[src/rtl/wb_pkg.sv]
// Wishbone classic types for an 8-bit slave with a 3-bit byte address; no select lines or errors.
`default_nettype none

package wb_pkg;

    // Bus widths.
    localparam int ADDR_W = 3;
    localparam int DATA_W = 8;

    // Master to slave.
    typedef struct packed {
        logic              cyc;
        logic              stb;
        logic              we;
        logic [ADDR_W-1:0] adr;
        logic [DATA_W-1:0] dat;
    } wb_req_t;

    // Slave to master.
    typedef struct packed {
        logic              ack;
        logic [DATA_W-1:0] dat;
    } wb_rsp_t;

    // Register map.
    typedef enum logic [ADDR_W-1:0] {
        addr_rx_data = 3'd0,
        addr_tx_data = 3'd1,
        addr_status  = 3'd2
    } reg_addr_t;

    // Status register bit positions.
    localparam int STAT_RX_VALID = 0;
    localparam int STAT_TX_BUSY  = 1;
    localparam int STAT_RTS      = 2;

endpackage

`default_nettype wire

[src/rtl/uart_pkg.sv]
// Serial line types only; payload is fixed at 8 data bits, no parity and no flow-control input.
`default_nettype none

package uart_pkg;

    // ------------------------------------------------------------
    // Frame format
    // ------------------------------------------------------------

    // Data bits per frame, LSB first on the line.
    localparam int DATA_BITS = 8;

    // ------------------------------------------------------------
    // FSM encodings
    // ------------------------------------------------------------

    // Receiver FSM.
    // The ready state holds a byte and ignores the line.
    typedef enum logic [2:0] {
        rx_st_idle  = 3'd0,
        rx_st_start = 3'd1,
        rx_st_data  = 3'd2,
        rx_st_stop  = 3'd3,
        rx_st_ready = 3'd4
    } rx_state_t;

    // Transmitter FSM.
    typedef enum logic [1:0] {
        tx_st_idle  = 2'd0,
        tx_st_start = 2'd1,
        tx_st_data  = 2'd2,
        tx_st_stop  = 2'd3
    } tx_state_t;

    // Receiver view as seen by the register block.
    // rts is active low, high means no new frame can be taken.
    typedef struct packed {
        logic                 valid;
        logic                 rts;
        logic [DATA_BITS-1:0] data;
    } rx_status_t;

endpackage

`default_nettype wire
[src/rtl/uart_top.sv]
// Bit rate fixed at build time; CLK_HZ must exceed BIT_RATE by enough for mid-bit sampling.
`timescale 1ns/1ps
`default_nettype none

module uart_top #(
    parameter int CLK_HZ    = 125_000_000,
    parameter int BIT_RATE  = 7_812_500,
    parameter int STOP_BITS = 1
) (
    input  logic            clk,
    input  logic            resetn,
    input  wb_pkg::wb_req_t wb_req,
    output wb_pkg::wb_rsp_t wb_rsp,
    input  logic            uart_rxd,
    output logic            uart_txd,
    output logic            uart_rts
);
    import uart_pkg::*;

    // Bit period minus one, in clock cycles.
    localparam int CYCLES_PER_BIT = (CLK_HZ - 1) / BIT_RATE;

    rx_status_t rx_status;
    logic       rx_read;
    logic       tx_busy;
    logic       tx_start;
    logic [7:0] tx_data;

    // Register block.
    uart_regs uart_regs_i (
        .clk       (clk),
        .resetn    (resetn),
        .wb_req    (wb_req),
        .wb_rsp    (wb_rsp),
        .rx_status (rx_status),
        .rx_read   (rx_read),
        .tx_busy   (tx_busy),
        .tx_start  (tx_start),
        .tx_data   (tx_data)
    );

    // Receiver.
    uart_rx #(
        .CYCLES_PER_BIT (CYCLES_PER_BIT),
        .STOP_BITS      (STOP_BITS)
    ) uart_rx_i (
        .clk       (clk),
        .resetn    (resetn),
        .uart_rxd  (uart_rxd),
        .rx_read   (rx_read),
        .rx_status (rx_status)
    );

    // Transmitter.
    uart_tx #(
        .CYCLES_PER_BIT (CYCLES_PER_BIT),
        .STOP_BITS      (STOP_BITS)
    ) uart_tx_i (
        .clk      (clk),
        .resetn   (resetn),
        .tx_start (tx_start),
        .tx_data  (tx_data),
        .tx_busy  (tx_busy),
        .uart_txd (uart_txd)
    );

    assign uart_rts = rx_status.rts;

endmodule

`default_nettype wire

[src/rtl/uart_regs.sv]
// One access at a time, ack one cycle after stb; writes to tx_data while busy are acked and dropped.
`timescale 1ns/1ps
`default_nettype none

module uart_regs (
    input  logic                 clk,
    input  logic                 resetn,
    input  wb_pkg::wb_req_t      wb_req,
    output wb_pkg::wb_rsp_t      wb_rsp,
    input  uart_pkg::rx_status_t rx_status,
    output logic                 rx_read,
    input  logic                 tx_busy,
    output logic                 tx_start,
    output logic [7:0]           tx_data
);
    import wb_pkg::*;

    logic              access;
    logic              rd_access;
    logic              wr_access;
    reg_addr_t         addr;
    logic [DATA_W-1:0] status_byte;
    logic              ack_q;
    logic [DATA_W-1:0] rd_q;
    logic              rx_read_q;
    logic              tx_start_q;
    logic [DATA_W-1:0] tx_data_q;

    // ------------------------------------------------------------
    // Decode
    // ------------------------------------------------------------

    // A new access starts only while ack is low.
    assign access    = wb_req.cyc && wb_req.stb && !ack_q;
    assign rd_access = access && !wb_req.we;
    assign wr_access = access && wb_req.we;
    assign addr      = reg_addr_t'(wb_req.adr);

    // Status byte layout.
    always_comb begin
        status_byte                = '0;
        status_byte[STAT_RX_VALID] = rx_status.valid;
        status_byte[STAT_TX_BUSY]  = tx_busy;
        status_byte[STAT_RTS]      = rx_status.rts;
    end

    // ------------------------------------------------------------
    // Handshake and side-effect pulses
    // ------------------------------------------------------------

    // Pulses land in the ack cycle.
    always_ff @(posedge clk) begin
        if (!resetn) begin
            ack_q      <= 1'b0;
            rx_read_q  <= 1'b0;
            tx_start_q <= 1'b0;
        end else begin
            ack_q <= access;
            // Release only a byte that is really held.
            rx_read_q  <= rd_access && addr == addr_rx_data && rx_status.valid;
            // Drop the write if a frame is still going out.
            tx_start_q <= wr_access && addr == addr_tx_data && !tx_busy;
        end
    end

    // Read data, valid with ack.
    always_ff @(posedge clk) begin
        if (rd_access) begin
            case (addr)
                addr_rx_data: rd_q <= rx_status.data;
                addr_status:  rd_q <= status_byte;
                default:      rd_q <= '0;
            endcase
        end
    end

    // Transmit byte, held for the transmitter latch.
    always_ff @(posedge clk) begin
        if (wr_access && addr == addr_tx_data) begin
            tx_data_q <= wb_req.dat;
        end
    end

    assign wb_rsp.ack = ack_q;
    assign wb_rsp.dat = rd_q;
    assign rx_read    = rx_read_q;
    assign tx_start   = tx_start_q;
    assign tx_data    = tx_data_q;

endmodule

`default_nettype wire

[src/rtl/uart_tx.sv]
// Sends start, 8 data bits LSB first and STOP_BITS stop bits; tx_start must not pulse while busy.
`timescale 1ns/1ps
`default_nettype none

module uart_tx #(
    parameter int CYCLES_PER_BIT = 15,
    parameter int STOP_BITS      = 1
) (
    input  logic       clk,
    input  logic       resetn,
    input  logic       tx_start,
    input  logic [7:0] tx_data,
    output logic       tx_busy,
    output logic       uart_txd
);
    import uart_pkg::*;

    localparam int COUNT_W  = $clog2(CYCLES_PER_BIT + 1);
    localparam int MAX_BITS = (DATA_BITS > STOP_BITS) ? DATA_BITS : STOP_BITS;
    localparam int BIT_W    = $clog2(MAX_BITS + 1);

    tx_state_t            state;
    logic [COUNT_W-1:0]   cycle_count;
    logic [BIT_W-1:0]     bit_count;
    logic [DATA_BITS-1:0] shift_q;
    logic                 txd_q;
    logic                 next_bit;

    // Each bit lasts CYCLES_PER_BIT + 1 cycles.
    assign next_bit = cycle_count == COUNT_W'(CYCLES_PER_BIT);

    // Byte latch and shifter.
    // The register block only starts an idle transmitter.
    always_ff @(posedge clk) begin
        if (tx_start) begin
            shift_q <= tx_data;
        end else if (state == tx_st_data && next_bit) begin
            shift_q <= shift_q >> 1;
        end
    end

    // ------------------------------------------------------------
    // FSM and line driver
    // ------------------------------------------------------------

    // txd changes on the same edge as the state, so each bit lines up with its state.
    always_ff @(posedge clk) begin
        if (!resetn) begin
            state       <= tx_st_idle;
            cycle_count <= '0;
            bit_count   <= '0;
            txd_q       <= 1'b1;
        end else begin
            if (state == tx_st_idle || next_bit) begin
                cycle_count <= '0;
            end else begin
                cycle_count <= cycle_count + 1'b1;
            end
            case (state)
                tx_st_idle: begin
                    bit_count <= '0;
                    if (tx_start) begin
                        state <= tx_st_start;
                        txd_q <= 1'b0;
                    end else begin
                        txd_q <= 1'b1;
                    end
                end
                tx_st_start: begin
                    if (next_bit) begin
                        state <= tx_st_data;
                        txd_q <= shift_q[0];
                    end
                end
                tx_st_data: begin
                    if (next_bit) begin
                        if (bit_count == BIT_W'(DATA_BITS - 1)) begin
                            // Last data bit done.
                            state     <= tx_st_stop;
                            bit_count <= '0;
                            txd_q     <= 1'b1;
                        end else begin
                            bit_count <= bit_count + 1'b1;
                            txd_q     <= shift_q[1];
                        end
                    end
                end
                tx_st_stop: begin
                    // Line stays high for every stop bit.
                    if (next_bit) begin
                        if (bit_count == BIT_W'(STOP_BITS - 1)) begin
                            state <= tx_st_idle;
                        end else begin
                            bit_count <= bit_count + 1'b1;
                        end
                    end
                end
                default: state <= tx_st_idle;
            endcase
        end
    end

    assign tx_busy  = state != tx_st_idle;
    assign uart_txd = txd_q;

endmodule

`default_nettype wire

[src/rtl/uart_rx.sv]
// Samples once per bit at mid-count with no majority vote; bad stop bit drops the frame silently.
`timescale 1ns/1ps
`default_nettype none

module uart_rx #(
    parameter int CYCLES_PER_BIT = 15,
    parameter int STOP_BITS      = 1
) (
    input  logic                 clk,
    input  logic                 resetn,
    input  logic                 uart_rxd,
    input  logic                 rx_read,
    output uart_pkg::rx_status_t rx_status
);
    import uart_pkg::*;

    // Counter widths.
    localparam int COUNT_W  = $clog2(CYCLES_PER_BIT + 1);
    localparam int MAX_BITS = (DATA_BITS > STOP_BITS) ? DATA_BITS : STOP_BITS;
    localparam int BIT_W    = $clog2(MAX_BITS + 1);

    logic                 rxd_meta;
    logic                 rxd_sync;
    rx_state_t            state;
    rx_state_t            state_next;
    logic [COUNT_W-1:0]   cycle_count;
    logic [BIT_W-1:0]     bit_count;
    logic [DATA_BITS-1:0] shift_q;
    logic                 rts_q;
    logic                 next_bit;
    logic                 mid_bit;
    logic                 last_data;
    logic                 last_stop;

    // ------------------------------------------------------------
    // Input synchronizer
    // ------------------------------------------------------------

    // Two flops, idle line is high.
    always_ff @(posedge clk) begin
        if (!resetn) begin
            rxd_meta <= 1'b1;
            rxd_sync <= 1'b1;
        end else begin
            rxd_meta <= uart_rxd;
            rxd_sync <= rxd_meta;
        end
    end

    // Bit timing strobes.
    assign next_bit  = cycle_count == COUNT_W'(CYCLES_PER_BIT);
    assign mid_bit   = cycle_count == COUNT_W'(CYCLES_PER_BIT / 2);
    assign last_data = bit_count == BIT_W'(DATA_BITS - 1);
    assign last_stop = bit_count == BIT_W'(STOP_BITS - 1);

    // ------------------------------------------------------------
    // FSM
    // ------------------------------------------------------------

    always_comb begin
        state_next = state;
        case (state)
            rx_st_idle: begin
                // Falling edge marks the start bit.
                if (!rxd_sync) begin
                    state_next = rx_st_start;
                end
            end
            rx_st_start: begin
                if (next_bit) begin
                    state_next = rx_st_data;
                end
            end
            rx_st_data: begin
                if (next_bit && last_data) begin
                    state_next = rx_st_stop;
                end
            end
            rx_st_stop: begin
                // A low stop bit discards the frame.
                if (mid_bit) begin
                    if (!rxd_sync) begin
                        state_next = rx_st_idle;
                    end else if (last_stop) begin
                        state_next = rx_st_ready;
                    end
                end
            end
            rx_st_ready: begin
                if (rx_read) begin
                    state_next = rx_st_idle;
                end
            end
            default: state_next = rx_st_idle;
        endcase
    end

    always_ff @(posedge clk) begin
        if (!resetn) begin
            state <= rx_st_idle;
        end else begin
            state <= state_next;
        end
    end

    // Cycle counter restarts at every bit boundary.
    always_ff @(posedge clk) begin
        if (!resetn) begin
            cycle_count <= '0;
        end else if (state == rx_st_idle || state == rx_st_ready || next_bit) begin
            cycle_count <= '0;
        end else begin
            cycle_count <= cycle_count + 1'b1;
        end
    end

    // Counts data bits, then stop bits.
    always_ff @(posedge clk) begin
        if (!resetn) begin
            bit_count <= '0;
        end else if (state == rx_st_data || state == rx_st_stop) begin
            if (next_bit) begin
                if (state == rx_st_data && last_data) begin
                    bit_count <= '0;
                end else begin
                    bit_count <= bit_count + 1'b1;
                end
            end
        end else begin
            bit_count <= '0;
        end
    end

    // LSB arrives first, so shift in from the top.
    always_ff @(posedge clk) begin
        if (state == rx_st_data && mid_bit) begin
            shift_q <= {rxd_sync, shift_q[DATA_BITS-1:1]};
        end
    end

    // Not ready from the data state until the byte is read.
    always_ff @(posedge clk) begin
        if (!resetn) begin
            rts_q <= 1'b1;
        end else begin
            rts_q <= !(state == rx_st_idle || state == rx_st_start);
        end
    end

    assign rx_status.valid = state == rx_st_ready;
    assign rx_status.rts   = rts_q;
    assign rx_status.data  = shift_q;

endmodule

`default_nettype wire

[config.mk]
export PLATFORM = sky130hd
export DESIGN_NAME = uart_top
export DESIGN_NICKNAME = d
export VERILOG_FILES = /design/src/rtl/wb_pkg.sv /design/src/rtl/uart_pkg.sv /design/src/rtl/uart_top.sv /design/src/rtl/uart_regs.sv /design/src/rtl/uart_tx.sv /design/src/rtl/uart_rx.sv
export SDC_FILE = /design/constraint.sdc
export NUM_CORES = 1
export LEC_CHECK = 0
export BUFFER_PORTS_ARGS = -buffer_cell sky130_fd_sc_hd__clkbuf_2
export CORE_AREA = 2 2 79 96
export DETAILED_ROUTE_END_ITERATION = 12
export DIE_AREA = 0 0 81 98
export GPL_TIMING_DRIVEN = 0
export SETUP_SLACK_MARGIN = 0.4
export SLEW_MARGIN = 30
export SYNTH_ARGS = -nofsm -noshare
export SYNTH_HDL_FRONTEND = slang
export SYNTH_HIERARCHICAL = 1
export SYNTH_SLANG_ARGS = --single-unit
[constraint.sdc]
create_clock -name clk -period 4.3 [get_ports clk]
set_input_delay 0.43 -clock clk [delete_from_list [all_inputs] [get_ports clk]]
set_output_delay 0.43 -clock clk [all_outputs]
set_load 0.02 [all_outputs]
Word level (Yosys, flattened, before mapping). Index checks and enable logic that the tools add are counted.

Register bits after elaboration: 60. Latch bits: 0. Bits in writable memories: 0. Bits in read-only memories: 0. Bits of input ports: 17. Memories: 0.

Add/sub/neg operators: 4. Multipliers: 0. Div/mod/pow operators: 0. Magnitude comparators: 0. Equal/unequal tests: 27. Shift-type cells: 0. Multiplexer cells: 29. Bitwise gates (word level): 1. Reduce and logical (&&, ||, !) cells: 37.

Operators by type and width (count): 2-to-1 mux 3 bit (7); 2-to-1 mux 4 bit (5); adder 4 x 1 -> 4 bit, second input constant (4); 2-to-1 mux 8 bit (2); case mux 8 bit (2 select lines) (1); case mux 3 bit (5 select lines) (1); != test 2 x 1 -> 1 bit, second input constant (7); == test 4 x 3 -> 1 bit, second input constant (3); logical AND 1 bit (12); 2-to-1 mux 2 bit (6); case mux 4 bit (3 select lines) (1); AND reduction 6 bit (2); != test 2 bit, second input constant (5); == test 3 x 2 -> 1 bit, second input constant (3); == test 4 bit, second input constant (2); logical NOT 4 bit (2); case mux 2 bit (4 select lines) (1); == test 3 x 1 -> 1 bit, second input constant (2); logical NOT 3 bit (2); nonzero test 3 bit (2); logical OR 1 bit (5); == test 2 bit, second input constant (2); logical NOT 1 bit (4); 2-to-1 mux 1 bit (4); other kinds (11) (13).

Depth between registers and ports, before layout.
Depth after elaboration: 5. Gate-level depth with buffers: 7. Gate-level depth less buffers: 6.

Cells and area by module. The synthesis kept the hierarchy.

Modules (own cells, without submodules): uart_tx (instances 1, cells each 103, area an instance 1057.3 um^2, seq. area each 460.4 um^2); uart_rx (instances 1, cells each 85, area an instance 955.9 um^2, seq. area each 520.5 um^2); uart_regs (instances 1, cells each 42, area an instance 728.2 um^2, seq. area each 540.5 um^2).

Worst setup path after synthesis. Ideal clock, no wire load.

Path type: register to register. Start: register uart_tx_i.state[0]. End: register uart_tx_i.bit_count[1]. Library setup time: 70 ps. Data arrival time: 1489 ps. Data required time: 4230 ps. Slack: 2741 ps. Cell stages (with the launch flop): 8. Path buffers: 1. Cell sequence: dfxtp_1 > inv_1 > ha_1 > buf_6 > nand2b_1 > a21o_1 > a211o_1 > a21boi_1.

Longest elaborated chain between the ends: 3. Elaborated cells on any way between the ends: 9.

RTL lines: start: declaration (line uart_tx.sv:22) `tx_state_t state;`; start signal: assignment (line uart_tx.sv:49) `state <= tx_st_idle;`; start signal: assignment (line uart_tx.sv:63) `state <= tx_st_start;`; start signal: assignment (line uart_tx.sv:71) `state <= tx_st_data;`; == test 2 bit or logical NOT 2 bit (tied branches) (line uart_tx.sv:59) `case (state)`; != test 2 x 1 -> 1 bit (no source line) (tied with other cells); AND reduction 4 bit (no source line); end signal: assignment (line uart_tx.sv:83) `bit_count <= bit_count + 1'b1;`; end signal: assignment (line uart_tx.sv:94) `bit_count <= bit_count + 1'b1;`; end: declaration (line uart_tx.sv:24) `logic [BIT_W-1:0] bit_count;`.

Parallel ways exist; a longest one is shown, timed or not. A chain may end at the register's enable or synchronous reset.

Worst setup path after layout. Ends and elaborated chain as after synthesis.

==> results.py <==
metrics = {
    "status": {
        "status": "completed",
    },
    "synth": {
        "synth-main-ff-cell": "edfxtp_1",
        "syn_inst": 230,
        "synth_area_um2": 2740,
        "syn_area_per_cell_um2": 11.9,
        "synth.net_count": 257,
        "ys_seq_area_share_pct": 55.5,
        "ys_ff_latch": 60,
        "async_flop_share_pct": 0,
        "synth_cell_types": 55,
        "synth_top_area_share_pct": 35.1,
        "synth_warnings": 6,
        "synth.area.top_cells": "edfxtp_1, dfxtp_1, ha_1",
        "synth_edf_count": 32,
        "yosys.area.top_type": "edfxtp_1",
    },
    "cts": {
        "cts_made_buffers": 9,
        "cts.clk_slew.worst_paths_ps": 70,
        "htreeDepth": 3,
        "post_cts_resized": 0,
        "cts_tree": "yes",
        "clock_latency_ps": 330,
        "postCtsHoldBufs": 0,
        "cts_sinks": 60,
        "post-cts-setup-buffers": 0,
        "cts.root.buffer_cell": "clkbuf_8",
        "clockBufferDepth": 2,
    },
    "floorplan": {
        "dieArea_um2": 7940,
        "die-width_um": 81,
        "core_area_um2": 7060,
        "dieHeight_um": 98,
        "ios": 28,
        "core.rowCount": 34,
        "start_util_pct": 38.8,
    },
    "worst_setup_path": {
        "worstSetupEndpointType": "register",
        "rr_startpoint": "uart_tx_i/state[0]",
        "worst_path_largest_cell_delay_ps": 380,
        "critPathMaxFanout": 9,
        "slowest_stage": "dfxtp_1",
        "cp_num_buf_inv": 2,
        "crit_arrival_ps": 1950,
        "start_kind": "register",
        "r2r-end": "uart_tx_i/bit_count[1]",
        "crit_chain": "inv_1, ha_1, buf_6, nand2b_1, a21o_1, a211o_1, a21boi_1",
        "r2r_cells": 7,
        "crit_type": "reg -> reg",
        "reg2reg_slack_ps": 2610,
        "crit_family": "compound AO/OA/AOI/OAI gates",
        "critPathRequiredTime_ps": 4570,
    },
    "drt": {
        "routed_wl_mm": 4.48,
        "vias": 1769,
        "ant_nets": 0,
        "wire_per_inst_um": 12.4,
        "drc": 0,
        "drt_iter0_drc": 99,
        "dr.pass1.iters": 4,
        "routed_via_density": 4.89,
    },
    "place": {
        "dpl.hpwl_mm": 3.20,
        "post_dp_cell_area_um2": 2980,
        "routabilityCongestion": 0.848,
        "numPortBuffers": 26,
    },
    "global_route": {
        "grt_pass1_vias": 1621,
        "grt_pass1_wl_mm": 7.51,
        "grt_max_degree": 13,
        "antenna_found_initial": 0,
        "grtUsageTotal_pct": 12.5,
        "grt-ovfl-total": 0,
    },
    "final_layout": {
        "fin_util_pct": 44.8,
        "drive_above_1_share_pct": 27.9,
        "areaGrowthSynthToFinish_pct": 15.3,
        "n_antenna_cell": 0,
        "final_nets": 294,
        "design_area_um2": 3160,
    },
    "pwr": {
        "power_w": 0.00130,
        "ir_worst_vdd_uv": 176,
        "powerDensity_nw_per_um2": 412,
        "p_leak_nw": 1.22,
    },
    "min_path": {
        "whs_path_depth": 1,
        "worstHoldPathType": "in -> reg",
        "whs_endpoint": "uart_regs_i/tx_data[2]",
        "hp-start": "wb_req[2]",
    },
    "timing": {
        "slew_violations": 0,
        "post-route-min-period_ps": 1690,
        "maxSlewHeadroom_pct": 45.6,
        "final-setup-viol-count": 0,
        "skew_ps": 6.79,
        "tightest_slew_ps": 813,
        "rsz0062_at_grt": "no",
        "final.period_utilization_pct": 39.2,
        "tns_ps": 0,
        "clock.fmax_ghz": 0.593,
        "hold_viol": 0,
    },
    "flow_run": {
        "drv_cap": 0,
    },
}
## layer usage
metal	share of wire (%)	vias up	wire, um	GRT usage (%)
met5	0	-	0	0
met3	3.6	6	163	3.42
met4	2.0	0	88	7.43
met2	47	28	2090	18.5
li1	-	902	-	-
met1	48	833	2140	16.3
## layout by cell type, fill, tap and decap left out, types with 5 or more instances in the layout
cell type / synthesis / routed
edfxtp_1: 32 / 32
dfxtp_1: 28 / 28
clkbuf_2: 0 / 26
nand2_1: 19 / 19
inv_1: 13 / 13
nor2_1: 12 / 12
ha_1: 10 / 10
clkbuf_8: 0 / 9
mux2i_1: 8 / 8
a21oi_1: 8 / 8
nor3_1: 7 / 7
nand3_1: 7 / 7
o21ai_0: 7 / 7
mux2_2: 7 / 7
buf_6: 6 / 6
nand2b_1: 5 / 5
## how the worst max path moves through the flow
stage / startpoint / depth (start not counted) / slack [ps] / to
2_1_floorplan: uart_tx_i/state[0] / 7 / 2740 / uart_tx_i/bit_count[1]
3_3_place_gp: wb_req[10] / 3 / 2470 / uart_regs_i/tx_data[0]
3_5_place_dp: wb_req[10] / 3 / 2450 / uart_regs_i/tx_data[0]
4_1_cts: uart_tx_i/state[0] / 7 / 2600 / uart_tx_i/bit_count[1]
5_1_grt: uart_tx_i/state[0] / 7 / 2530 / uart_tx_i/bit_count[1]
6_report: uart_tx_i/state[0] / 7 / 2610 / uart_tx_i/bit_count[1]
## where the power goes
part           total [W]  internal (W)  switching (W)
logic           0.000219     0.0000988       0.000120
registers       0.000635      0.000624      0.0000114
clock network   0.000448      0.000210       0.000238
## through the flow
stage | std cells | setup slack, ps | hold WS, ps
after floorplan | 230 | 2740 | 386
after global placement | 346 | 2470 | 397
after detailed placement | 346 | 2450 | 402
after CTS | 362 | 2600 | 250
after global routing | 362 | 2530 | 249
final | 362 | 2610 | 270
## flip-flops by register name, indices dropped and copies added, names as in the netlist
signal                 count
uart_rx_i/bit_count        4
uart_tx_i/bit_count        4
uart_tx_i/shift_q          8
uart_tx_i/cycle_count      4
uart_regs_i/ack_q          1
uart_rx_i/state            3
uart_rx_i/rts_q            1
uart_rx_i/rxd_meta         1
uart_tx_i/state            2
uart_regs_i/tx_data        8
uart_tx_i/uart_txd         1
uart_rx_i/shift_q          8
uart_regs_i/rd_q           8
uart_regs_i/tx_start       1
uart_rx_i/rxd_sync         1
uart_rx_i/cycle_count      4
uart_regs_i/rx_read        1
## cell families after synthesis
kind of cell	count (synthesis)	share of synthesized area, %
AO/OA/AOI/OAI	31	8.49
XOR/XNOR	6	1.92
adder cells (fa/ha/maj)	10	4.56
buffers and inverters	23	5.11
flip-flops	60	55.5
multiplexers	15	5.80
AND/OR/NAND/NOR	85	18.6
## cell usage after synthesis, types with 2 or more instances
| cell | n |
|---|---|
| nor3_1 | 7 |
| mux2_2 | 7 |
| inv_1 | 13 |
| and3_1 | 3 |
| xor2_1 | 4 |
| nand3_1 | 7 |
| nand3b_1 | 4 |
| nor3b_1 | 2 |
| dfxtp_1 | 28 |
| and2_2 | 4 |
| nand2b_1 | 5 |
| xnor2_1 | 2 |
| and2_1 | 4 |
| buf_4 | 2 |
| a211oi_1 | 2 |
| buf_6 | 6 |
| a21oi_1 | 8 |
| edfxtp_1 | 32 |
| mux2i_1 | 8 |
| o21ai_0 | 7 |
| nand4_1 | 2 |
| or3_1 | 2 |
| ha_1 | 10 |
| nor2_1 | 12 |
| nand2_1 | 19 |
## cell type report
cell class	instances	area (um^2)
inverter	13	48.8
buffer	10	91.3
tap	90	113
sequential	60	1520
clock inverter	7	52.6
multi-input combinational	147	1080
clock buffer	9	124
fill	686	3900
timing repair buffer	26	130
## worst register-to-register path, cell delays in order, from the launching register on
cell	delay, ps
dfxtp_1	380
inv_1	80
ha_1	200
buf_6	130
nand2b_1	150
a21o_1	240
a211o_1	300
a21boi_1	130
Power figures use the tool's default switching activity.
